`config.mk`:
```
export PLATFORM = sky130hd
export DESIGN_NAME = rom_loader
export DESIGN_NICKNAME = d
export VERILOG_FILES = /design/src/design/bus_pkg.sv /design/src/design/rom_loader.sv
export VERILOG_INCLUDE_DIRS = /design/src /design/src/design
export SDC_FILE = /design/constraint.sdc
export NUM_CORES = 1
export LEC_CHECK = 0
export BUFFER_PORTS_ARGS = -buffer_cell sky130_fd_sc_hd__buf_4
export CAP_MARGIN = 20
export CORE_MARGIN = 2
export CORE_UTILIZATION = 53
export CTS_BUF_LIST = sky130_fd_sc_hd__clkbuf_4 sky130_fd_sc_hd__clkbuf_8
export DETAILED_ROUTE_END_ITERATION = 7
export GPL_ROUTABILITY_DRIVEN = 0
export PLACE_DENSITY = 0.85
export REMOVE_ABC_BUFFERS = 1
export SETUP_SLACK_MARGIN = 0.05
export SLEW_MARGIN = 20
export SYNTH_ARGS = -nofsm -noshare
export SYNTH_HDL_FRONTEND = slang
export SYNTH_SLANG_ARGS = --single-unit
```
`constraint.sdc`:
```
create_clock -name mclk -period 3.5 [get_ports mclk]
set_input_delay 0.175 -clock mclk [delete_from_list [all_inputs] [get_ports mclk]]
set_output_delay 0.175 -clock mclk [all_outputs]
set_load 0.02 [all_outputs]
```
`src/design/snes_mem_consts.svh`:
```
`ifndef SNES_MEM_CONSTS_SVH
`define SNES_MEM_CONSTS_SVH

// Memory word and store geometry
`define MEM_DATA_W   16
`define MEM_ADDR_W   12    // Top bit picks the region, 0 is ROM and 1 is work RAM

// Byte address widths on the CPU side
`define ROM_ADDR_W   12
`define WRAM_ADDR_W  12

// Cycles the word store spends on one access
`define MEM_LATENCY  4

`endif

```
`src/design/bus_pkg.sv`:
```
`include "snes_mem_consts.svh"

package bus_pkg;

    // Data byte on the CPU side buses
    typedef logic [7:0] bus_byte_t;

    // Cartridge ROM byte address
    typedef logic [`ROM_ADDR_W-1:0] rom_addr_t;

    // Work RAM byte address
    typedef logic [`WRAM_ADDR_W-1:0] wram_addr_t;

endpackage

```
`src/design/rom_loader.sv`:
```
`timescale 1ns/10ps

module rom_loader
    import bus_pkg::*;
(
    input  logic      mclk,
    input  logic      resetn,
    input  logic      loading,
    input  logic      loader_valid,
    input  bus_byte_t loader_data,
    output rom_addr_t load_addr,
    output bus_byte_t prev_byte,
    output logic      load_strobe,
    output logic      loaded
);
    logic loading_r;
    logic byte_in;

    assign byte_in = loading && loader_valid;

    // Odd address completes a byte pair
    assign load_strobe = byte_in && load_addr[0];

    always_ff @(posedge mclk) begin
        if (!resetn) begin
            loading_r <= 1'b0;
            loaded    <= 1'b0;
            load_addr <= '0;
        end else begin
            loading_r <= loading;
            if (byte_in)
                load_addr <= load_addr + rom_addr_t'(1);
            // New load window starts from address zero
            if (loading && !loading_r) begin
                load_addr <= '0;
                loaded    <= 1'b0;
            end
            if (!loading && loading_r)
                loaded <= 1'b1;     // Window closed
        end
    end

    // Even byte waits here for its partner
    always_ff @(posedge mclk) begin
        if (byte_in)
            prev_byte <= loader_data;
    end

endmodule

```
==> results.json <==
{
  "dp_hpwl_um": 1430,
  "die_w_um": 45.8,
  "synthArstFlopShare": 0,
  "post_cts_resized": 0,
  "power_leakage_uw": 0.000494,
  "area_delta_synth_final_pct": 32.6,
  "crit_arrival_ps": 1740,
  "hold_path_class": "in2reg",
  "cts_hold_buf": 0,
  "portBuffers": 33,
  "viasPerCell": 5.64,
  "firstDrtPassIters": 4,
  "max-vdd-ir-drop_mv": 0.278,
  "ys_ff_latch": 22,
  "fin_setup_tns_ps": 0,
  "grt_use_total": 0.198,
  "synth_commonest_cells": "dfxtp_1, nand2_1, edfxtp_1",
  "period_share": 0.438,
  "drt-total-wl_um": 1870,
  "fin_cells": 139,
  "met2_usage": 0.346,
  "tightest_slew_ps": 614,
  "outcome": "complete, no violations",
  "cts.sinks": 22,
  "dp_cells": 135,
  "syn_inst": 86,
  "synth_area_leaders": "dfxtp_1, edfxtp_1, mux2i_1, ha_1, nand2_1",
  "die_h_um": 45.8,
  "htree_levels": 1,
  "ant_nets": 0,
  "whs_path_depth": 1,
  "min_period_ps": 1530,
  "clock_skew_ps": 6.42,
  "antenna_cells": 0,
  "io-pin-count": 34,
  "syn_area_per_cell_um2": 10.8,
  "dieArea_um2": 2100,
  "grt_pass1_vias": 691,
  "cts_made_buffers": 3,
  "grt_max_degree": 13,
  "grt_busiest_layer": "met2",
  "fp-row-count": 15,
  "overflow": 0,
  "drv_slew": 0,
  "initial_core_util": 0.548,
  "synth_edf_count": 8,
  "grt_antenna_before_repair": 0,
  "via_count": 784,
  "first_iter_violations": 8,
  "drive_gt1_frac": 0.328,
  "power_density_nw_per_um2": 377,
  "setup_viol": 0,
  "cts_tree": "yes",
  "yosys.area.top_type": "dfxtp_1",
  "synth_top_area_share": 0.303,
  "yosysWarnings": 0,
  "postCtsSetupRepairBufs": 0,
  "nFillCells": 139,
  "cap_violations": 0,
  "core_area_um2": 1690,
  "clock.fmax_ghz": 0.652,
  "start_kind": "flip-flop",
  "netlist_area_um2": 926,
  "synth_ff_type": "dfxtp_1",
  "nets": 138,
  "ys_seq_area_frac": 0.562,
  "path_clk_slew_ps": 120,
  "max_slew_margin": 0.590,
  "path_class": "reg2reg",
  "grt_pass1_wl_um": 2870,
  "drcViolationCount": 0,
  "finalHoldViolations": 0,
  "met3_usage": 0.0357,
  "cts_buffer_depth": 2,
  "critical_path_peak_fanout": 10,
  "synth_cell_types": 24,
  "critPathCaptureType": "flip-flop",
  "clockRootBuffer": "clkbuf_4",
  "reg2reg_depth": 5,
  "synth_most_common_cell": "dfxtp_1",
  "grtUsageMet1": 0.220,
  "post_drt_wl_per_cell_um": 13.4,
  "rsz0062_at_grt": "no",
  "clk_latency_ps": 310,
  "cp.required_ps": 3710
}
## stage by stage
stage	cell area [um2]	hold WS, ps	utilization	setup slack (ps)	total power (uW)
detailed placement	1190	356	0.705	2010	331
CTS	1230	32.1	0.727	1970	466
global route	1230	15.0	0.727	1810	483
finish	1230	35.8	0.727	1970	462
floorplan	922	274	-	2100	304
global placement	1190	354	0.705	2000	329
## routing by layer
metal | vias up | part of all wire
met3 | 5 | 0.076
met2 | 31 | 0.51
met4 | 0 | 0.021
met5 | - | 0
li1 | 382 | -
met1 | 366 | 0.39
## worst paths after layout
kind	endpoint	start	slack [ps]
setup / recovery	load_addr[8]	loading_r	1970
hold / removal	prev_byte[3]	loader_data[3]	40
setup reg to reg	load_addr[8]	loading_r	1970
hold reg to reg	load_addr[11]	load_addr[11]	490
## where the power goes
group | internal (uW) | leakage, uW | switching, uW
Sequential | 273 | 0.000188 | 3.23
Combinational | 21.8 | 0.000285 | 25.7
Clock | 63.5 | 0.0000210 | 74.7
Total | 359 | 0.000494 | 104
## cell families after synthesis
kind of cell | count (synthesis) | synth area share
XOR/XNOR | 2 | 0.0189
AND/OR/NAND/NOR | 34 | 0.211
adder cells (fa/ha/maj) | 3 | 0.0405
buffers and inverters | 8 | 0.0324
multiplexers | 4 | 0.0432
AO/OA/AOI/OAI | 13 | 0.0919
flip-flops | 22 | 0.562
## placed cells by master (no fill, tap or decap)
| master | count |
|---|---|
| buf_4 | 33 |
| dfxtp_1 | 14 |
| nand2_1 | 9 |
| edfxtp_1 | 8 |
| inv_1 | 7 |
| nand2b_1 | 5 |
| nand3_1 | 5 |
| a21oi_1 | 5 |
| mux2i_1 | 4 |
| nor4_1 | 3 |
| ha_1 | 3 |
| clkbuf_4 | 3 |
| nor2b_1 | 2 |
| nand4_1 | 2 |
| o311ai_0 | 2 |
| o41ai_1 | 2 |
| o31ai_1 | 2 |
| or4_1 | 2 |
| o21ai_0 | 2 |
| xor2_1 | 2 |
| nor2_1 | 2 |
| nand3_4 | 1 |
| or3_1 | 1 |
| or3_2 | 1 |
| and2_2 | 1 |
| clkbuf_8 | 1 |
## layout make-up
class,count,area (um2),area share
multi-input cells,56,375,0.306
inverters,7,26.3,0.0214
clock buffers,4,36.3,0.0296
well taps,17,21.3,0.0173
repair buffers,33,248,0.202
flip-flops and latches,22,520,0.424
## state kept, by name, summed over array words and instances, names as in the netlist
| register | count |
|---|---|
| loading_r | 1 |
| prev_byte | 8 |
| loaded | 1 |
| load_addr | 12 |
## critical path: stages, from the launching register on
cell and delay [ps]:
dfxtp_1 350, inv_1 40, ha_1 170, nor2b_1 490
nand2_1 110, o41ai_1 280
No activity file was read; power rests on OpenSTA's default activity.
