==> config.mk <==
export PLATFORM = sky130hd
export DESIGN_NAME = read_result
export DESIGN_NICKNAME = d
export VERILOG_FILES = /design/src/design/mem_types_pkg.sv /design/src/design/bus_pkg.sv /design/src/design/read_result.sv
export VERILOG_INCLUDE_DIRS = /design/src /design/src/design
export SDC_FILE = /design/constraint.sdc
export NUM_CORES = 1
export LEC_CHECK = 0
export BUFFER_PORTS_ARGS = -buffer_cell sky130_fd_sc_hd__buf_2
export CORE_AREA = 2 2 72 74
export CTS_CLUSTER_SIZE = 24
export DETAILED_ROUTE_END_ITERATION = 8
export DIE_AREA = 0 0 74 76
export PLACE_DENSITY_LB_ADDON = 0.05
export SYNTH_ARGS = -nofsm -noshare
export SYNTH_HDL_FRONTEND = slang
export SYNTH_SLANG_ARGS = --single-unit
==> constraint.sdc <==
create_clock -name mclk -period 1.5 [get_ports mclk]
set_clock_uncertainty 0.15 [all_clocks]
set_input_delay 0.15 -clock mclk [delete_from_list [all_inputs] [get_ports mclk]]
set_output_delay 0.15 -clock mclk [all_outputs]
set_load 0.05 [all_outputs]
==> src/design/snes_mem_consts.svh <==
`ifndef SNES_MEM_CONSTS_SVH
`define SNES_MEM_CONSTS_SVH

// Memory word and store geometry
`define MEM_DATA_W   16
`define MEM_ADDR_W   12    // Top bit picks the region, 0 is ROM and 1 is work RAM

// Byte address widths on the CPU side
`define ROM_ADDR_W   12
`define WRAM_ADDR_W  12

// Cycles the word store spends on one access
`define MEM_LATENCY  4

`endif

==> src/design/mem_types_pkg.sv <==
`include "snes_mem_consts.svh"

package mem_types_pkg;

    // One memory word, read whole or as two bytes
    typedef union packed {
        logic [`MEM_DATA_W-1:0] word;
        struct packed {
            logic [`MEM_DATA_W/2-1:0] hi;   // Odd byte address
            logic [`MEM_DATA_W/2-1:0] lo;   // Even byte address
        } bytes;
    } mem_word_u;

    // Write enable per byte lane, bit 1 is the high byte
    typedef logic [1:0] lane_mask_t;

    // Which requester a read result belongs to
    typedef enum logic {
        port_rom  = 1'b0,
        port_wram = 1'b1
    } port_t;

    typedef logic [`MEM_ADDR_W-1:0] mem_addr_t;

endpackage

==> src/design/bus_pkg.sv <==
`include "snes_mem_consts.svh"

package bus_pkg;

    // Data byte on the CPU side buses
    typedef logic [7:0] bus_byte_t;

    // Cartridge ROM byte address
    typedef logic [`ROM_ADDR_W-1:0] rom_addr_t;

    // Work RAM byte address
    typedef logic [`WRAM_ADDR_W-1:0] wram_addr_t;

endpackage

==> src/design/read_result.sv <==
`timescale 1ns/10ps
`include "snes_mem_consts.svh"

module read_result
    import mem_types_pkg::*, bus_pkg::*;
(
    input  logic                   mclk,
    input  logic                   resetn,
    input  logic                   rd_valid,
    input  port_t                  rd_port,
    input  mem_word_u              rd_data,
    input  rom_addr_t              rom_addr,
    input  logic                   rom_word,
    input  wram_addr_t             wram_addr,
    output logic [`MEM_DATA_W-1:0] rom_q,
    output bus_byte_t              wram_q
);
    mem_word_u rom_res;
    mem_word_u wram_res;

    // Last word returned to each port
    always_ff @(posedge mclk) begin
        if (!resetn) begin
            rom_res  <= '0;
            wram_res <= '0;
        end else if (rd_valid) begin
            if (rd_port == port_wram)
                wram_res <= rd_data;
            else
                rom_res <= rd_data;
        end
    end

    // Odd byte access sees the pair swapped
    assign rom_q = (rom_word || !rom_addr[0]) ? rom_res.word
                                              : {rom_res.bytes.lo, rom_res.bytes.hi};

    assign wram_q = wram_addr[0] ? wram_res.bytes.hi : wram_res.bytes.lo;

endmodule

==> results of run 1 <==
[kinds of logic (layout without fill, tap and decap cells)]
group,count (synthesis),in the layout,synth area share
buffers and inverters,12,58,0.0721
muxes,56,56,0.399
and+or+nand+nor,52,52,0.137
DFF,32,32,0.393
[metrics by stage]
stage	utilization	cells	hold slack (ps)	instance area (µm²)
2_1_floorplan	-	152	164	1630
3_3_place_gp	0.379	258	284	1860
3_5_place_dp	0.379	258	293	1860
4_1_cts	0.401	268	4.74	1970
5_1_grt	0.401	268	4.83	1970
6_report	0.401	268	0.826	1970
[synthesized netlist by cell type (all sizes together)]
cell type  instances
nand2             48
dfxtp             32
mux2i             32
mux2              24
buf               12
nor2b              2
and2               1
nand2b             1
[metal layers]
metal  vias to the layer above  global-route usage  wire length (µm)
li1                        596                   -                 -
met1                       520               0.172              1620
met2                        25               0.167              1430
met3                         8              0.0370               200
met4                         0              0.0600                69
met5                         -                   0                 0
[where the power goes]
part,internal [mW],switching [mW]
logic,0.154,0.256
registers,0.894,0.0259
clock network,0.374,0.297
total,1.42,0.579
[path summary, 6_finish.rpt]
kind,from,endpoint,slack [ps],cells past startpoint
worst min register to register,wram_res[0],wram_res[0],310,2
worst max register to register,rom_res[1],rom_res[1],740,2
worst max-delay path,rom_addr[0],rom_q[14],50,4
worst min-delay path,rd_data[10],rom_res[10],0.8,3
[critical path, delay by kind of cell]
family / cells / cell delay (ps)
muxes: 1 / 330
and+or+nand+nor: 1 / 350
buffers and inverters: 2 / 320
[sequential cells by signal, summed over array words and instances, names as in the netlist]
name and cells:
wram_res 16, rom_res 16
[cell usage in the layout (no fill, tap or decap)]
| cell | Yosys | layout |
|---|---|---|
| nand2_1 | 48 | 48 |
| buf_2 | 5 | 46 |
| mux2i_1 | 32 | 32 |
| dfxtp_1 | 32 | 32 |
| mux2_4 | 16 | 16 |
| mux2_2 | 8 | 8 |
| clkbuf_8 | 0 | 6 |
| clkbuf_1 | 0 | 2 |
| dlygate4sd3_1 | 0 | 2 |
| nor2b_4 | 1 | 1 |
| nand2b_4 | 1 | 1 |
| nor2b_2 | 0 | 1 |
| and2_4 | 1 | 1 |
| buf_4 | 1 | 1 |
| buf_12 | 2 | 1 |
[final cells by class]
cell class,instances,share of cell area
Clock buffer,8,0.0457
Tap cell,70,0.0444
Sequential cell,32,0.325
Multi-Input combinational cell,108,0.444
Timing Repair Buffer,50,0.141
==> summary.md, run 1 <==
| Metric | Value |
|---|---|
| IO buf count | 46 |
| Nets@finish | ~240 |
| CORE AREA | about 0.0049 mm² |
| Worst-Skew Late Latency | between 200 and 300 ps |
| Worst Max-Slew Pin Slew | 348 ps |
| Fill count | between 500 and 600 |
| Synth Cell Area | roughly 0.0016 mm² |
| WP data arrival | 1150 ps |
| Slew headroom | 0.768 |
| #FFs+latches synth | 32 |
| RSZ-0062 raised after global routing | false |
| Crit path time final | between 1000 and 1500 ps |
| Antenna Violating Nets Remaining | 0 |
| Final WS setup | ~49 ps |
| Fin. max-slew vios | 0 |
| Register area | ~640 µm² |
| Clock Tree Root | clkbuf_8 |
| Cell variety after synth | 13 |
| Initial antenna violation count | 0 |
| Slowest stage delay, CP | 350 ps |
| Largest net degree at the start of global routing | between 40 and 50 |
| Period utilization | 0.968 |
| Vias after detailed routing | approximately 1100 |
| Final Routed Wirelength | roughly 3.3 mm |
| Post-CTS Resized | 0 |
| Fraction of layout cells with a size suffix above 1 | 0.414 |
| Dpl hpwl | about 2.5 mm |
| Sink Count | 32 |
| # IOs | 69 |
| Post-route DRC | 0 |
| Max Cap Viol | 0 |
| Pwr dens | 1010 mW/mm² |
| Total Power | between 2 and 2.5 mW |
| Hold-fix buffers, CTS | 2 |
| ANT cells | 0 |
| Clk pin slew, worst setup/hold paths | approximately 60 ps |
| Die Area | between 0.005 and 0.006 mm² |
| Iteration-0 DRC count of the detailed router | 49 |
| Dpl ws | around 36 ps |
| CP Launch Type | input port |
| Maximum clock path buffer count | 2 |
| CP dominant cell by count | buf_2 |
| CP Max Fanout | 8 |
| Starting Density | 0.332 |
| Slowest cell on crit path | nor2b_4 |
| Area contributors post-synth | dfxtp_1, mux2i_1, mux2_4 |
| CP Class | in2out |
| Area Growth Syn to Fin | 20.9% |
| TritonCTS buffer count | 5 |
| Pre-antenna DRT Iters | 4 |
| Post-CTS setup buffer count | 0 |
| Gate Count Post-Synth | about 150 |
| First-pass GRT wire length | slightly above 5 mm |
| Multi-input logic area | between 800 and 900 µm² |
| Status | completed |
| Register area share after synthesis | 0.393 |
| Lkg Pwr | roughly 0.93 nW |
| Tot GR Track Use | 0.122 |
| Worst path cell trace | buf_2, nor2b_4, mux2_4, buf_2 |
| Routed vias/inst | ~4.3 |
| Hold Crit Class | in2reg |
| Largest area contributor in the netlist | dfxtp_1 |
| Synth Net Count | 197 |
| H-tree levels | 2 |
| Die Y | around 76 µm |
| Final Hold Vio Count | 0 |
| Worst Setup End Kind | output pin |
| Wire length per cell | approximately 12 µm |
| Final GP Congestion | 0.628 |
| Top-area cell type share of the netlist area | 0.393 |
| Vias in the first global route | 1065 |
| Setup TNS | 0 ps |
| Grt total ovfl | 0 |
| Synthesized area per cell | approximately 11 µm² |
| Worst endpoint required time | roughly 1200 ps |
| Max VDD drop | 377 µV |
| Row Count | 26 |
| Die width | ~74 µm |
| Fmax | about 0.7 GHz |
| CTS tree | built |
| Final setup violation count | 0 |
| Synthesis Warnings | 0 |
Power figures use the tool's default switching activity.
==> run 2, diff against run 1 <==
--- a/constraint.sdc
+++ b/constraint.sdc
@@ -4,2 +4,2 @@
 set_output_delay 0.15 -clock mclk [all_outputs]
-set_load 0.05 [all_outputs]
+set_load 0.005 [all_outputs]
==> run 2 against run 1 <==
  * Via count grew 0.35%
  * Global-route usage increased by 1.0 points
  * Critical path depth unchanged
  * First-iteration DRC count grew 22%
  * Sequential power hardly changed
  * Die area did not move
  * Cell count unchanged
  * Power down 6.2%
  * Hold slack gained 9.1 ps
  * Register-to-register slack about the same
  * Sequential share of layout area stayed put
  * Fmax is 6.6% higher
  * Critical endpoint is now rom_q[8]
==> summary.md, run 2 (synthesis results as in run 1) <==
| Metric | Value |
|---|---|
| RSZ-0062 raised after global routing | false |
| Final setup violation count | 0 (unchanged) |
| FF-to-FF setup slack | 730 ps (about the same) |
| Sequential share of power | 0.490 (+0.030) |
| CTS tree | built |
| Period utilization | 0.908 (-0.0595) |
| # IOs | 69 (unchanged) |
| Starting Density | 0.332 (unchanged) |
| Vias after detailed routing | 1153 (+0.35%) |
| Post-route DRC | 0 (unchanged) |
| Fraction of layout cells with a size suffix above 1 | 0.414 (unchanged) |
| Worst endpoint required time | 1200 ps (about the same) |
| Fin. max-slew vios | 0 (unchanged) |
| Hold Crit Class | in2reg |
| Final GP Congestion | 0.633 (+0.80%) |
| Pwr dens | 952 mW/mm² (-6.2%) |
| Worst Hold Launch | rd_data[10] |
| Die Area | 0.00562 mm² (unchanged) |
| Antenna Violating Nets Remaining | 0 (unchanged) |
| Post-CTS Resized | 0 (unchanged) |
| Maximum clock path buffer count | 2 (unchanged) |
| Clk pin slew, worst setup/hold paths | 70 ps (about the same) |
| Setup TNS | 0 ps (unchanged) |
| Slew headroom | 0.771 (+0.00361) |
| CP Launch Type | input port |
| Tot GR Track Use | 0.132 (+0.0102) |
| Sw frac | 0.243 (-0.0464) |
| Status | completed |
| H-tree levels | 2 (unchanged) |
| CP Max Fanout | 8 (unchanged) |
| Post-CTS setup buffer count | 0 (unchanged) |
| Launching point of the worst reg2reg path | rom_res[15] |
| Die width | 74 µm (unchanged) |
| Area Growth Syn to Fin | 20.9% (unchanged) |
| Worst Hold Path EP | rom_res[10] |
| Iteration-0 DRC count of the detailed router | 60 (+22%) |
| Clock network power share | 0.361 (+0.026) |
| Final Core Density | 0.401 (unchanged) |
| Switching pwr | 0.456 mW (-21%) |
| Die Y | 76 µm (unchanged) |
| Dpl hpwl | 2.53 mm (+1.6%) |
| Dpl ws | 121 ps (+85.5 ps) |
| Largest registers | rom_res (16), wram_res (16) |
| Cell count of the worst reg-to-reg path | 2 (unchanged) |
| Hold Crit Depth | 3 (unchanged) |
| First-pass GRT wire length | 5.62 mm (+8.8%) |
| Gate power share | 0.149 (-0.056) |
| Nets@finish | 242 (unchanged) |
| TritonCTS buffer count | 5 (unchanged) |
| Row Count | 26 (unchanged) |
| Final Routed Wirelength | 3.43 mm (+3.4%) |
| Final WS setup | 138 ps (+89.3 ps) |
| Fmax | 0.734 GHz (+6.6%) |
| Max Cap Viol | 0 (unchanged) |
| Grt total ovfl | 0 (unchanged) |
| CORE AREA | 0.00491 mm² (unchanged) |
| Max VDD drop | 471 µV (+25%) |
| Crit path time final | 1360 ps (-89.3 ps) |
| Worst Max-Slew Pin Slew | 342 ps (-5.41 ps) |
| Initial antenna violation count | 0 (unchanged) |
| WP data arrival | 1060 ps (-90 ps) |
| Wire length per cell | 12.8 µm (+3.4%) |
| Pre-antenna DRT Iters | 4 (unchanged) |
| Final Hold Vio Count | 0 (unchanged) |
| Vias in the first global route | 1119 (+5.1%) |
| Lkg Pwr | 0.926 nW (unchanged) |
| Worst Setup End Kind | output pin |
| P_int | 1.42 mW (about the same) |
| Worst-Skew Late Latency | 280 ps (about the same) |
| Clock Tree Root | clkbuf_8 |
| Commonest non-fill, non-tap cell in the layout | nand2_1 |
| Largest net degree at the start of global routing | 49 (unchanged) |
| ANT cells | 0 (unchanged) |
| IO buf count | 46 (unchanged) |
| Routed vias/inst | 4.30 (+0.35%) |
| Worst r2r dst | rom_res[15] |
| Sink Count | 32 (unchanged) |
| CP Class | in2out |
| Most frequent cells in the layout | nand2_1, buf_2, mux2i_1, dfxtp_1, mux2_4 |
-- run 2: cell counts in the layout (fill, tap and decap cells not counted) --
Identical to the previous run, type by type.
-- run 2: what timing repair did --
item                       in CTS  in global routing
hold buffers                    2                  0
setup endpoints to repair       0                  0
hold endpoints to repair        3                  0
-- run 2: worst max-delay path, stage by stage --
cell and delay (ps):
buf_2 110, nor2b_4 340, mux2_4 330, buf_2 130
-- run 2: power by group through the flow --
stage / Sequential, mW / Combinational (mW) / Clock (mW)
6_report: 0.920 / 0.280 / 0.677
5_1_grt: 0.925 / 0.308 / 0.741
4_1_cts: 0.921 / 0.285 / 0.714
3_5_place_dp: 0.940 / 0.279 / 0
3_3_place_gp: 0.937 / 0.275 / 0
2_1_floorplan: 0.932 / 0.205 / 0
-- run 2: cell type report --
type | count | area [µm²]
fillers | 513 | 2940
multi-input cells | 108 | 876
flip-flops and latches | 32 | 641
repair buffers | 50 | 278
clock buffers | 8 | 90.1
well taps | 70 | 87.6
-- run 2: worst max-delay path by stage --
stage	to	cells after the start	start	slack, ps
final	rom_q[8]	4	rom_addr[0]	140
after global routing	rom_q[13]	4	rom_addr[0]	90
after CTS	rom_q[13]	4	rom_addr[0]	120
after detailed placement	rom_q[8]	4	rom_addr[0]	120
after global placement	rom_q[13]	4	rom_addr[0]	130
after floorplan	rom_q[10]	3	rom_addr[0]	490
-- run 2: metrics by stage --
| step | hold slack [ps] | area [µm²] | power, mW | instances |
|---|---|---|---|---|
| floorplan | 164 | 1630 | 1.14 | 152 |
| global placement | 281 | 1860 | 1.21 | 258 |
| detailed placement | 293 | 1860 | 1.22 | 258 |
| CTS | 1.02 | 1970 | 1.92 | 268 |
| global route | 3.96 | 1970 | 1.97 | 268 |
| finish | 9.97 | 1970 | 1.88 | 268 |
-- run 2: metal layers --
layer	up-vias	share of wire	global-route usage
met5	-	0	0
met3	6	0.056	0.0463
met2	29	0.44	0.190
met4	0	0.017	0.0491
li1	595	-	-
met1	523	0.49	0.182
==> run 3, diff against run 2 <==
Settings changed: RECOVER_POWER set to 50.
==> run 3 against run 2 <==
  * Global-route usage did not move
  * Wire length rose by 0.15%
  * Highest routed layer unchanged
  * Non-clock buffer count did not move
  * Register-to-register slack barely moved
  * Final area fell by 0.44%
  * Critical endpoint unchanged
==> summary.md, run 3 (synthesis results as in run 1) <==
| Metric | Value |
|---|---|
| Final Routed Wirelength | 3.44 mm (+0.15%) |
| Post-route DRC | 0 (unchanged) |
| # IOs | 69 (unchanged) |
| Largest net degree at the start of global routing | 49 (unchanged) |
| Worst Setup End Kind | output pin |
| Starting Density | 0.332 (unchanged) |
| M1 GR Usage | 0.182 (unchanged) |
| Worst endpoint required time | 1200 ps (about the same) |
| Die width | 74 µm (unchanged) |
| Crit path time final | 1360 ps (-0.0690 ps) |
| Pre-antenna DRT Iters | 4 (unchanged) |
| Final Hold Vio Count | 0 (unchanged) |
| Die Area | 0.00562 mm² (unchanged) |
| GR peak layer | met2 |
| Cell area after layout | 0.00196 mm² (-0.44%) |
| RSZ-0062 raised after global routing | false |
| Initial antenna violation count | 0 (unchanged) |
| ANT cells | 0 (unchanged) |
| Area Growth Syn to Fin | 20.3% |
| Dpl hpwl | 2.53 mm (unchanged) |
| Most frequent cells in the layout | nand2_1, buf_2, mux2i_1, dfxtp_1, mux2_4 |
| Setup TNS | 0 ps (unchanged) |
| Routed vias/inst | 4.30 (about the same) |
| Grt total ovfl | 0 (unchanged) |
| First-pass GRT wire length | 5.62 mm (unchanged) |
| Final Core Density | 0.400 (-0.00178) |
| TritonCTS buffer count | 5 (unchanged) |
| Row Count | 26 (unchanged) |
| H-tree levels | 2 (unchanged) |
| GR Util met3 | 0.0463 (unchanged) |
| Status | completed |
| Commonest non-fill, non-tap cell in the layout | nand2_1 |
| Final GP Congestion | 0.633 (unchanged) |
| Fmax | 0.734 GHz (about the same) |
| CORE AREA | 0.00491 mm² (unchanged) |
| Tot GR Track Use | 0.132 (unchanged) |
| CP Max Fanout | 8 (unchanged) |
| Iteration-0 DRC count of the detailed router | 75 (+25%) |
| Largest registers | rom_res (16), wram_res (16) |
| CP Launch Type | input port |
| Clk pin slew, worst setup/hold paths | 70 ps (about the same) |
| Fraction of layout cells with a size suffix above 1 | 0.399 (-0.0152) |
| Worst-Skew Late Latency | 280 ps (about the same) |
| Vias after detailed routing | 1152 (-0.087%) |
| Sink Count | 32 (unchanged) |
| Hold Crit Class | in2reg |
| Max Cap Viol | 0 (unchanged) |
| Post-place instance area | 0.00186 mm² (unchanged) |
| Met2 usage | 0.190 (unchanged) |
| IO buf count | 46 (unchanged) |
| Total Power | 1.88 mW (about the same) |
| Period utilization | 0.908 (about the same) |
| Die Y | 76 µm (unchanged) |
| Clock Tree Root | clkbuf_8 |
| CP Class | in2out |
| Nets@finish | 242 (unchanged) |
| Final setup violation count | 0 (unchanged) |
| Pwr dens | 955 mW/mm² (+0.36%) |
| Fin. max-slew vios | 0 (unchanged) |
| Vias in the first global route | 1119 (unchanged) |
| CTS tree | built |
| Max VDD drop | 471 µV (about the same) |
| Post-CTS Resized | 0 (unchanged) |
| Worst Max-Slew Pin Slew | 935 ps (+592 ps) |
| Antenna Violating Nets Remaining | 0 (unchanged) |
| Slew headroom | 0.377 (-0.395) |
| Wire length per cell | 12.8 µm (+0.15%) |
| Maximum clock path buffer count | 2 (unchanged) |
| Lkg Pwr | 0.920 nW (-0.69%) |
| WP data arrival | 1060 ps (about the same) |
-- run 3: cell types whose count changed in the layout (fill, tap and decap cells not counted) --
cell,before,now
and2_1,0,1
and2_4,1,0
buf_2,46,45
buf_4,1,0
clkbuf_1,2,3
clkbuf_2,0,1
nor2b_1,0,1
nor2b_2,1,0
-- run 3: worst max-delay path, cell delays in order --
cell and delay [ps]:
buf_2 110, nor2b_4 340, mux2_4 330, buf_2 130
-- run 3: layer usage --
| metal | vias to the layer above | routed length [µm] |
|---|---|---|
| li1 | 595 | - |
| met2 | 29 | 1510 |
| met3 | 6 | 192 |
| met4 | 0 | 60 |
| met5 | - | 0 |
| met1 | 522 | 1680 |
-- run 3: metrics by stage --
step / hold slack, ps / instances / setup WS, ps
floorplan: 164 / 152 / 490
global placement: 281 / 258 / 132
detailed placement: 293 / 258 / 121
CTS: 1.02 / 268 / 120
global route: 3.96 / 268 / 85.4
finish: 10.2 / 268 / 138
-- run 3: final timing paths --
check | from | end | slack [ps] | cells after the start
worst min register to register | wram_res[6] | wram_res[6] | 310 | 2
worst min-delay path | rd_data[10] | rom_res[10] | 10 | 3
worst max-delay path | rom_addr[0] | rom_q[8] | 140 | 4
worst max register to register | rom_res[15] | rom_res[15] | 720 | 2
-- run 3: where the power goes --
group	switching (mW)	internal, mW
clock network	0.303	0.374
registers	0.0261	0.894
logic	0.126	0.152
total	0.455	1.42
-- run 3: timing repair --
action                     4_1_cts  5_1_grt
setup endpoints to repair        0        0
hold endpoints to repair         3        0
hold buffers                     2        0
buffers inserted                 0        0
-- run 3: final cells by class --
type                            instances  area (µm²)
Clock buffer                            8        90.1
Sequential cell                        32         641
Fill cell                             516        2950
Tap cell                               70        87.6
Timing Repair Buffer                   50         274
Multi-Input combinational cell        108         871
