**config.mk**
```make
export PLATFORM = sky130hd
export DESIGN_NAME = access_decode_flat
export DESIGN_NICKNAME = d
export VERILOG_FILES = /design/src/design/mem_types_pkg.sv /design/src/design/bus_pkg.sv /design/src/design/mem_req_if.sv /design/src/design/access_decode.sv /design/src/flat_wrapper.sv
export VERILOG_INCLUDE_DIRS = /design/src /design/src/design
export SDC_FILE = /design/constraint.sdc
export NUM_CORES = 1
export LEC_CHECK = 0
export ABC_AREA = 1
export BUFFER_PORTS_ARGS = -buffer_cell sky130_fd_sc_hd__buf_2
export CAP_MARGIN = 20
export CORE_ASPECT_RATIO = 1.1
export CORE_MARGIN = 2
export CORE_UTILIZATION = 53
export CTS_CLUSTER_SIZE = 24
export DETAILED_ROUTE_END_ITERATION = 16
export PLACE_DENSITY = 0.87
export SYNTH_ARGS = -nofsm -noshare
export SYNTH_HDL_FRONTEND = slang
export SYNTH_SLANG_ARGS = --single-unit
export TNS_END_PERCENT = 10
```
**constraint.sdc**
```tcl
create_clock -name mclk -period 3.4 [get_ports mclk]
set_clock_uncertainty 0.15 [all_clocks]
set_input_delay 0.34 -clock mclk [delete_from_list [all_inputs] [get_ports mclk]]
set_output_delay 0.34 -clock mclk [all_outputs]
set_load 0.02 [all_outputs]
```
**src/design/snes_mem_consts.svh**
```systemverilog
`ifndef SNES_MEM_CONSTS_SVH
`define SNES_MEM_CONSTS_SVH

// Memory word and store geometry
`define MEM_DATA_W   16
`define MEM_ADDR_W   12    // Top bit picks the region, 0 is ROM and 1 is work RAM

// Byte address widths on the CPU side
`define ROM_ADDR_W   12
`define WRAM_ADDR_W  12

// Cycles the word store spends on one access
`define MEM_LATENCY  4

`endif

```
**src/design/mem_types_pkg.sv**
```systemverilog
`include "snes_mem_consts.svh"

package mem_types_pkg;

    // One memory word, read whole or as two bytes
    typedef union packed {
        logic [`MEM_DATA_W-1:0] word;
        struct packed {
            logic [`MEM_DATA_W/2-1:0] hi;   // Odd byte address
            logic [`MEM_DATA_W/2-1:0] lo;   // Even byte address
        } bytes;
    } mem_word_u;

    // Write enable per byte lane, bit 1 is the high byte
    typedef logic [1:0] lane_mask_t;

    // Which requester a read result belongs to
    typedef enum logic {
        port_rom  = 1'b0,
        port_wram = 1'b1
    } port_t;

    typedef logic [`MEM_ADDR_W-1:0] mem_addr_t;

endpackage

```
**src/design/bus_pkg.sv**
```systemverilog
`include "snes_mem_consts.svh"

package bus_pkg;

    // Data byte on the CPU side buses
    typedef logic [7:0] bus_byte_t;

    // Cartridge ROM byte address
    typedef logic [`ROM_ADDR_W-1:0] rom_addr_t;

    // Work RAM byte address
    typedef logic [`WRAM_ADDR_W-1:0] wram_addr_t;

endpackage

```
**src/design/mem_req_if.sv**
```systemverilog
`timescale 1ns/10ps

// Toggle request channel into the memory engine
interface mem_req_if
    import mem_types_pkg::*;
();
    logic       req;     // Flipped by the issuer to start an access
    logic       ack;     // Flipped by the server when the access is done
    mem_addr_t  addr;
    logic       we;
    lane_mask_t lanes;
    mem_word_u  wdata;
    port_t      port;

    // Payload stays put from the req flip until ack catches up
    modport issuer (
        output req, addr, we, lanes, wdata, port,
        input  ack
    );

    modport server (
        input  req, addr, we, lanes, wdata, port,
        output ack
    );

endinterface

```
**src/design/access_decode.sv**
```systemverilog
`timescale 1ns/10ps
`include "snes_mem_consts.svh"

module access_decode
    import mem_types_pkg::*, bus_pkg::*;
(
    input  logic       mclk,
    input  logic       resetn,
    input  logic       loading,
    input  rom_addr_t  load_addr,
    input  bus_byte_t  prev_byte,
    input  bus_byte_t  loader_data,
    input  logic       load_strobe,
    input  rom_addr_t  rom_addr,
    input  logic       rom_ce_n,
    input  wram_addr_t wram_addr,
    input  logic       wram_ce_n,
    input  logic       wram_rd_n,
    input  logic       wram_we_n,
    input  bus_byte_t  wram_d,
    mem_req_if.issuer  chan,
    output logic       mem_busy
);
    logic                    wram_rd;
    logic                    wram_wr;
    logic                    wram_rd_r;
    logic                    wram_wr_r;
    logic                    rom_hit;
    logic                    wram_hit;
    logic [`ROM_ADDR_W-2:0]  rom_last;       // Word of the last ROM read
    logic                    rom_last_vld;
    logic [`WRAM_ADDR_W-2:0] wram_last;

    // ROM slot
    logic       rom_pend;
    logic       rom_we_q;
    mem_addr_t  rom_addr_q;
    mem_word_u  rom_wdata_q;

    // Work RAM slot
    logic       wram_pend;
    logic       wram_we_q;
    mem_addr_t  wram_addr_q;
    lane_mask_t wram_lanes_q;
    mem_word_u  wram_wdata_q;

    logic chan_free;
    logic issue;
    logic pick_wram;

    assign wram_rd = !wram_ce_n && !wram_rd_n;
    assign wram_wr = !wram_ce_n && !wram_we_n;

    assign rom_hit = !loading && !rom_ce_n &&
                     (!rom_last_vld || rom_addr[`ROM_ADDR_W-1:1] != rom_last);
    assign wram_hit = (wram_rd && !wram_rd_r) || (wram_wr && !wram_wr_r) ||
                      (wram_rd && wram_addr[`WRAM_ADDR_W-1:1] != wram_last);

    assign chan_free = (chan.req == chan.ack);
    assign pick_wram = wram_pend;               // Work RAM wins a tie
    assign issue     = chan_free && (rom_pend || wram_pend);
    assign mem_busy  = rom_pend || wram_pend || !chan_free;

    always_ff @(posedge mclk) begin
        if (!resetn) begin
            wram_rd_r    <= 1'b0;
            wram_wr_r    <= 1'b0;
            rom_pend     <= 1'b0;
            wram_pend    <= 1'b0;
            rom_last_vld <= 1'b0;
            wram_last    <= '0;
            chan.req     <= 1'b0;
        end else begin
            wram_rd_r <= wram_rd;
            wram_wr_r <= wram_wr;
            if (issue) begin
                chan.req <= ~chan.req;
                if (pick_wram)
                    wram_pend <= 1'b0;
                else
                    rom_pend <= 1'b0;
            end
            // A fill in the same cycle keeps the slot pending
            if (load_strobe) begin
                rom_pend     <= 1'b1;
                rom_last_vld <= 1'b0;   // Next read must go to memory
            end else if (rom_hit) begin
                rom_pend     <= 1'b1;
                rom_last_vld <= 1'b1;
            end
            if (wram_hit) begin
                wram_pend <= 1'b1;
                wram_last <= wram_addr[`WRAM_ADDR_W-1:1];
            end
        end
    end

    always_ff @(posedge mclk) begin
        if (load_strobe) begin
            rom_addr_q            <= {1'b0, load_addr[`ROM_ADDR_W-1:1]};
            rom_we_q              <= 1'b1;
            rom_wdata_q.bytes.hi  <= loader_data;   // Odd byte
            rom_wdata_q.bytes.lo  <= prev_byte;
        end else if (rom_hit) begin
            rom_addr_q <= {1'b0, rom_addr[`ROM_ADDR_W-1:1]};
            rom_we_q   <= 1'b0;
            rom_last   <= rom_addr[`ROM_ADDR_W-1:1];
        end
        if (wram_hit) begin
            wram_addr_q           <= {1'b1, wram_addr[`WRAM_ADDR_W-1:1]};
            wram_we_q             <= wram_wr;
            wram_lanes_q          <= wram_wr ? {wram_addr[0], !wram_addr[0]} : 2'b11;
            wram_wdata_q.bytes.hi <= wram_d;        // Same byte on both lanes
            wram_wdata_q.bytes.lo <= wram_d;
        end
        // Channel payload
        if (issue) begin
            chan.addr  <= pick_wram ? wram_addr_q : rom_addr_q;
            chan.we    <= pick_wram ? wram_we_q : rom_we_q;
            chan.lanes <= pick_wram ? wram_lanes_q : 2'b11;
            chan.wdata <= pick_wram ? wram_wdata_q : rom_wdata_q;
            chan.port  <= pick_wram ? port_wram : port_rom;
        end
    end

    // Loader pairs must be spaced wider than one access
    a_load_no_overrun : assert property (
        @(posedge mclk) disable iff (!resetn)
        load_strobe |-> !(rom_pend && rom_we_q)
    ) else $error("loader word overwritten while still pending");

endmodule

```
**src/flat_wrapper.sv**
```systemverilog
// flat-port wrapper written by rule: the top's interface ports become plain ports
module access_decode_flat import mem_types_pkg::*, bus_pkg::*;
  (mclk, resetn, loading, load_addr, prev_byte, loader_data, load_strobe, rom_addr, rom_ce_n, wram_addr, wram_ce_n, wram_rd_n, wram_we_n, wram_d, mem_busy, chan_req, chan_addr, chan_we, chan_lanes, chan_wdata, chan_port, chan_ack);
  mem_req_if chan_i ();
  input  logic mclk;
  input  logic resetn;
  input  logic loading;
  input  rom_addr_t load_addr;
  input  bus_byte_t prev_byte;
  input  bus_byte_t loader_data;
  input  logic load_strobe;
  input  rom_addr_t rom_addr;
  input  logic rom_ce_n;
  input  wram_addr_t wram_addr;
  input  logic wram_ce_n;
  input  logic wram_rd_n;
  input  logic wram_we_n;
  input  bus_byte_t wram_d;
  output logic mem_busy;
  output wire logic [$bits(chan_i.req)-1:0] chan_req;
  output wire logic [$bits(chan_i.addr)-1:0] chan_addr;
  output wire logic [$bits(chan_i.we)-1:0] chan_we;
  output wire logic [$bits(chan_i.lanes)-1:0] chan_lanes;
  output wire logic [$bits(chan_i.wdata)-1:0] chan_wdata;
  output wire logic [$bits(chan_i.port)-1:0] chan_port;
  input wire logic [$bits(chan_i.ack)-1:0] chan_ack;
  assign chan_req = chan_i.req;
  assign chan_addr = chan_i.addr;
  assign chan_we = chan_i.we;
  assign chan_lanes = chan_i.lanes;
  assign chan_wdata = chan_i.wdata;
  assign chan_port = chan_i.port;
  assign chan_i.ack = chan_ack;
  access_decode u_core (.mclk(mclk), .resetn(resetn), .loading(loading), .load_addr(load_addr), .prev_byte(prev_byte), .loader_data(loader_data), .load_strobe(load_strobe), .rom_addr(rom_addr), .rom_ce_n(rom_ce_n), .wram_addr(wram_addr), .wram_ce_n(wram_ce_n), .wram_rd_n(wram_rd_n), .wram_we_n(wram_we_n), .wram_d(wram_d), .chan(chan_i), .mem_busy(mem_busy));
endmodule
```
==> results.py, run 1 <==
metrics = {
    "status": {
        "status": "finished clean",
    },
    "clocking": {
        "clock_buffers_created_by_tritoncts": 9,
        "clock_insertion_delay_worst_skew_ns": 0.36,
        "ctsLongestPathBuffers": 2,
        "clock-root-buffer": "clkbuf_8",
        "post_cts.resized_instances": 0,
        "cts_tree": "done",
        "worst_setup_hold_path_clk_slew_ns": 0.09,
        "cts.sinks": 109,
        "htree_levels": 3,
    },
    "global_routing": {
        "first_pass_grt_wire_length_um": 13400,
        "global_route.usage.total": 0.190,
        "grt_overflow": 0,
        "first_global_vias": 2930,
        "number_of_antenna_violations_at_the_first_check_in_global_routing": 0,
        "grt_max_degree": 42,
    },
    "floorplanning": {
        "design.portCount": 103,
        "die_area_um2": 9150,
        "floorplan.die.height_um": 100,
        "placeableCoreArea_um2": 8280,
        "chipWidth_um": 91.4,
        "core.rowCount": 35,
        "floorplan.initialDensity": 0.538,
    },
    "min_path": {
        "worstHoldStart": "loader_data[3]",
        "min_delay_worst_endpoint": "u_core.rom_wdata_q[11]",
        "worst_hold_path_cells": 1,
        "timing.hold.worst.class": "input pin to register",
    },
    "place": {
        "post_detailed_placement_half_perimeter_wirelength_um": 5960,
        "placement.cell_area_um2": 5030,
        "dpl_worst_slack_ns": 1.07,
        "finalWeightedCongestion": 0.901,
        "buffer_ports.inserted": 100,
    },
    "synth": {
        "post_synthesis_cell_type_with_the_largest_combined_area": "edfxtp_1",
        "postSynthCellCount": 391,
        "synthTopCellsByArea": "edfxtp_1 61%, nand2_1 8.2%, dfxtp_1 8.1%",
        "async_reset_ff_frac": 0,
        "yosys.cell_count.top_type": "nand2_1",
        "synth_top_cells_by_count": "97 x nand2_1, 91 x edfxtp_1, 59 x inv_1",
        "postSynthRegisterBits": 109,
        "synth_area_per_cell_um2": 11.4,
        "yosysSeqAreaShare": 0.694,
        "ys.warnings.count": 0,
        "netlist_area_before_placement_um2": 4450,
        "synth_top_area_frac": 0.613,
        "ys.flop_type": "edfxtp_1",
        "synth_cell_types": 26,
        "synth_fp_nets": 460,
        "number_of_enable_flip_flop_cells_after_synthesis": 91,
    },
    "routing": {
        "postRouteAntennaNets": 0,
        "drt_first_iter_violations": 163,
        "detail_route.wl_per_cell_um": 13.8,
        "drc": 0,
        "route.vias.total": 3101,
        "drt_pre_antenna_iters": 4,
        "vias_per_cell": 4.88,
        "postRouteWirelength_um": 8810,
    },
    "run": {
        "drv.max_cap_violation_count": 0,
    },
    "layout": {
        "insertedDiodeCount": 0,
        "area_added_between_synthesis_and_finish_pct": 23.2,
        "final_design_area_no_fill_um2": 5490,
        "fin_nets": 589,
        "share_of_cells_above_drive_strength_1": 0.278,
    },
    "sta": {
        "min_period_over_period": 0.728,
        "setup_violations": 0,
        "worst_slack_ns": 0.926,
        "hold_violations": 0,
        "final.min_clock_period_ns": 2.47,
        "max_clock_freq_mhz": 404,
        "worst-slew-pin-transition_ns": 0.967,
        "timing.max_slew.rel_slack": 0.353,
        "final.setup.tns_ns": 0,
        "grt_setup_unrepaired": "no",
        "drv_slew": 0,
    },
    "critical_path": {
        "crit-reg2reg-capture": "u_core.rom_last[6]",
        "worst-endpoint-required_ns": 3.23,
        "regToRegStartpoint": "u_core.rom_last[4]",
        "critical_path.endpoint_type": "register",
        "critPathMaxFanout": 11,
        "ff2ff_path_depth": 7,
        "critical_path_class": "input pin to register",
        "start_kind": "input pin",
        "rrSetupSlack_ns": 1.14,
        "cp.arrival_ns": 2.31,
    },
    "power_and_ir_drop": {
        "p_leak_nw": 2.42,
        "vdd_ir_drop_max_mv": 0.220,
        "power.density_cell_area_nw_per_um2": 524,
    },
}
## worst max-delay path by stage
stage	startpoint	endpoint	slack, ns	cells past startpoint
after floorplan	u_core.chan.req	u_core.chan.addr[0]	0.74	3
after global placement	rom_addr[3]	u_core.rom_last[2]	1.19	9
after detailed placement	rom_addr[5]	u_core.rom_last[8]	1.07	9
after CTS	rom_addr[5]	u_core.rom_last[6]	0.92	10
after global routing	rom_addr[9]	u_core.rom_last[6]	0.74	10
final	rom_addr[5]	u_core.rom_last[6]	0.93	10
## state kept, by name, summed over array words and instances, names as in the netlist
signal               flops
u_core.wram_we_q         1
u_core.rom_addr_q       11
u_core.rom_wdata_q      16
u_core.wram_lanes_q      2
u_core.pick_wram         1
u_core.chan.port         1
u_core.wram_rd_r         1
u_core.chan.we           1
u_core.rom_last_vld      1
u_core.wram_wr_r         1
u_core.chan.addr        11
u_core.chan.req          1
u_core.chan.wdata       16
u_core.chan.lanes        2
u_core.wram_last        11
u_core.wram_wdata_q      8
u_core.rom_we_q          1
u_core.rom_pend          1
u_core.wram_addr_q      11
u_core.rom_last         11
## final cells by class
cell class,count,area (um^2)
flip-flops and latches,109,3090
fillers,584,2790
multi-input cells,208,1030
repair buffers,131,798
inverters,61,229
clock buffers,11,141
well taps,111,139
clock inverters,5,58.8
## repair_timing
action	4_1_cts	5_1_grt
hold buffers	16	10
setup buffers	0	0
hold endpoints to repair	16	10
## per-layer routing
metal | GRT usage | vias up | share of wire
li1 | - | 1532 | -
met2 | 0.332 | 112 | 0.53
met3 | 0.0420 | 12 | 0.052
met4 | 0.0559 | 0 | 0.014
met5 | 0 | - | 0
met1 | 0.240 | 1445 | 0.40
## where the power goes
part / switching (mW) / total, mW / internal [mW]
logic: 0.280 / 0.446 / 0.166
registers: 0.0401 / 1.65 / 1.61
clock network: 0.416 / 0.780 / 0.364
## placed cells by master (no fill, tap or decap), types with 5 or more instances in the layout
cell           synthesis  final
inv_1                 59     59
xnor2_1                5      5
buf_2                  1    100
clkbuf_8               1     10
buf_4                  2      5
dfxtp_1               18     18
a21oi_1                9      9
nand3_2                7      7
nand3_1                8      8
o21ai_0               30     30
dlygate4sd3_1          0     26
nand2_1               97     97
edfxtp_1              91     91
mux2_2                12     12
nor2_1                31     30
## kinds of logic (layout without fill, tap and decap cells)
logic type | count (synthesis) | in the layout | synth area share
DFF | 109 | 109 | 0.694
AOI/OAI and AO/OA | 42 | 42 | 0.0494
buffers and inverters | 74 | 208 | 0.0753
muxes | 12 | 12 | 0.0303
and+or+nand+nor | 149 | 149 | 0.141
xor gates and xnor gates | 5 | 5 | 0.00983
## critical path, cell delays in order
cell and delay [ns]:
dlygate4sd3_1 0.51, buf_2 0.11, inv_1 0.05, o21ai_0 0.17
nor2_1 0.08, nand2_1 0.07, nor2_1 0.04, nand2_1 0.05
nand2_1 0.12, nor2_1 0.76
## through the flow
step           std cells   util  total power, mW  hold WS [ns]
2_1_floorplan        391      -             1.94         0.265
3_3_place_gp         594  0.607             2.08         0.285
3_5_place_dp         594  0.607             2.10         0.296
4_1_cts              626  0.651             2.87       0.00136
5_1_grt              636  0.663             2.99       0.00577
6_report             636  0.663             2.87        0.0180
(Power assumes the default switching activity.)
==> run 2: changes to the inputs <==
Clock period 3.4 ns to 2.44 ns, I/O delays scaled along.
==> run 2 against run 1 <==
Net effect:
- sequential power is 39% higher
- cell count is 4.1% higher
- first-iteration DRC count is 4.3% lower
- die area stayed put
- cell area is 4.5% higher
- register-to-register slack worse by 0.74 ns
- critical path type unchanged
- largest power group unchanged
==> results.py, run 2 (synthesized netlist as in run 1, its figures left out) <==
metrics = {
    "routing": {
        "vias_per_cell": 4.88,
        "detail_route.wl_per_cell_um": 14.3,
        "routed-wl-met2_um": 4840,
        "postRouteAntennaNets": 0,
        "postRouteWirelength_um": 9460,
        "maxUsedRoutingLayer": "met4",
        "drt_first_iter_violations": 156,
        "met1Wirelength_um": 3720,
        "routed-wl-met3_um": 679,
        "drt_pre_antenna_iters": 4,
        "drc": 0,
        "route.vias.total": 3228,
    },
    "floorplanning": {
        "placeableCoreArea_um2": 8280,
        "core.rowCount": 35,
        "floorplan.die.height_um": 100,
        "die_area_um2": 9150,
        "floorplan.initialDensity": 0.538,
        "chipWidth_um": 91.4,
        "design.portCount": 103,
    },
    "status": {
        "status": "finished clean",
    },
    "place": {
        "buffer_ports.inserted": 100,
        "post_detailed_placement_half_perimeter_wirelength_um": 6010,
        "finalWeightedCongestion": 0.869,
        "placement.cell_area_um2": 5040,
    },
    "layout": {
        "biggestRegsByFlops": "u_core.chan.wdata x16, u_core.rom_wdata_q x16",
        "final_core_utilization": 0.693,
        "fin_nets": 615,
        "insertedDiodeCount": 0,
        "mostFrequentLayoutCell": "buf_2",
        "area_added_between_synthesis_and_finish_pct": 28.7,
        "most_used_cells_in_the_layout_excluding_fill_and_tap_cells": "100 x buf_2, 97 x nand2_1, 91 x edfxtp_1",
        "share_of_cells_above_drive_strength_1": 0.270,
        "final_design_area_no_fill_um2": 5730,
    },
    "power_and_ir_drop": {
        "power.total_mw": 4.01,
        "p_leak_nw": 2.53,
        "power.density_cell_area_nw_per_um2": 699,
        "vdd_ir_drop_max_mv": 0.355,
    },
    "clocking": {
        "clock-root-buffer": "clkbuf_8",
        "clock_insertion_delay_worst_skew_ns": 0.36,
        "htree_levels": 3,
        "clock_buffers_created_by_tritoncts": 9,
        "cts_tree": "done",
        "ctsLongestPathBuffers": 2,
        "post-cts-setup-buffers": 0,
        "worst_setup_hold_path_clk_slew_ns": 0.09,
        "cts.sinks": 109,
        "post_cts.resized_instances": 0,
    },
    "critical_path": {
        "cp.arrival_ns": 2.09,
        "start_kind": "input pin",
        "critical_path.endpoint_type": "register",
        "worst-endpoint-required_ns": 2.31,
        "critical_path_class": "input pin to register",
        "critPathMaxFanout": 11,
    },
    "global_routing": {
        "first_global_vias": 3167,
        "grt_overflow": 0,
        "number_of_antenna_violations_at_the_first_check_in_global_routing": 0,
        "grt_max_degree": 42,
        "first_pass_grt_wire_length_um": 14700,
        "global_route.usage.total": 0.211,
    },
    "sta": {
        "final.min_clock_period_ns": 2.22,
        "hold_violations": 0,
        "timing.max_slew.rel_slack": 0.698,
        "max_clock_freq_mhz": 450,
        "setup_violations": 0,
        "drv_slew": 0,
        "hold-worst-slack_ns": 0.0224,
        "final.setup.tns_ns": 0,
        "worst-slew-pin-transition_ns": 0.451,
        "min_period_over_period": 0.911,
        "grt_setup_unrepaired": "no",
    },
    "min_path": {
        "timing.hold.worst.class": "input pin to register",
    },
    "run": {
        "drv.max_cap_violation_count": 0,
    },
}
[run 2: cell types whose count changed in the layout (fill, tap and decap cells not counted), sizes merged]
cell	delta
clkinvlp	+1
buf	+2
clkbuf	-1
clkinv	+2
dlygate4sd3	+24
inv	-2
[run 2: critical path, stage by stage]
cell           delay (ns)
dlygate4sd3_1        0.57
buf_2                0.17
nand2_1              0.06
o21ai_0              0.08
nor2_1               0.20
nand2_1              0.09
nor2_1               0.10
nand2_1              0.06
nand2_1              0.18
nand2_1              0.33
[run 2: metal layers]
layer	vias to the layer above	track usage
met5	-	0
met4	0	0.111
met3	18	0.0405
met2	155	0.363
met1	1474	0.253
li1	1581	-
[run 2: area by class of cell]
cell class / count / area (um^2)
Clock inverter: 6 / 63.8
Timing Repair Buffer: 157 / 1050
Sequential cell: 109 / 3090
Tap cell: 111 / 139
Multi-Input combinational cell: 208 / 1030
Fill cell: 550 / 2540
Inverter: 61 / 229
Clock buffer: 10 / 128
[run 2: worst paths after layout]
path | start | end | slack (ns) | depth (start not counted)
max | rom_addr[10] | u_core.rom_addr_q[2] | 0.22 | 10
min | wram_ce_n | u_core.wram_wr_r | 0.02 | 4
max reg2reg | u_core.rom_last[8] | u_core.rom_addr_q[2] | 0.40 | 8
min reg2reg | u_core.rom_we_q | u_core.rom_we_q | 0.31 | 2
[run 2: power by group]
part / total, mW / internal (mW) / switching, mW
sequential: 2.29 / 2.24 / 0.0556
clock: 1.06 / 0.474 / 0.582
combinational: 0.661 / 0.258 / 0.403
total: 4.01 / 2.97 / 1.04
[run 2: stage by stage]
stage | instances | worst slack (ns)
after global routing | 662 | 0.108
final | 662 | 0.217
after floorplan | 391 | 0.308
after detailed placement | 596 | 0.607
after global placement | 596 | 0.624
after CTS | 662 | 0.372
[run 2: timing repair]
item	in CTS	in global routing
hold endpoints to repair	51	0
setup endpoints to repair	0	0
hold buffers	50	0
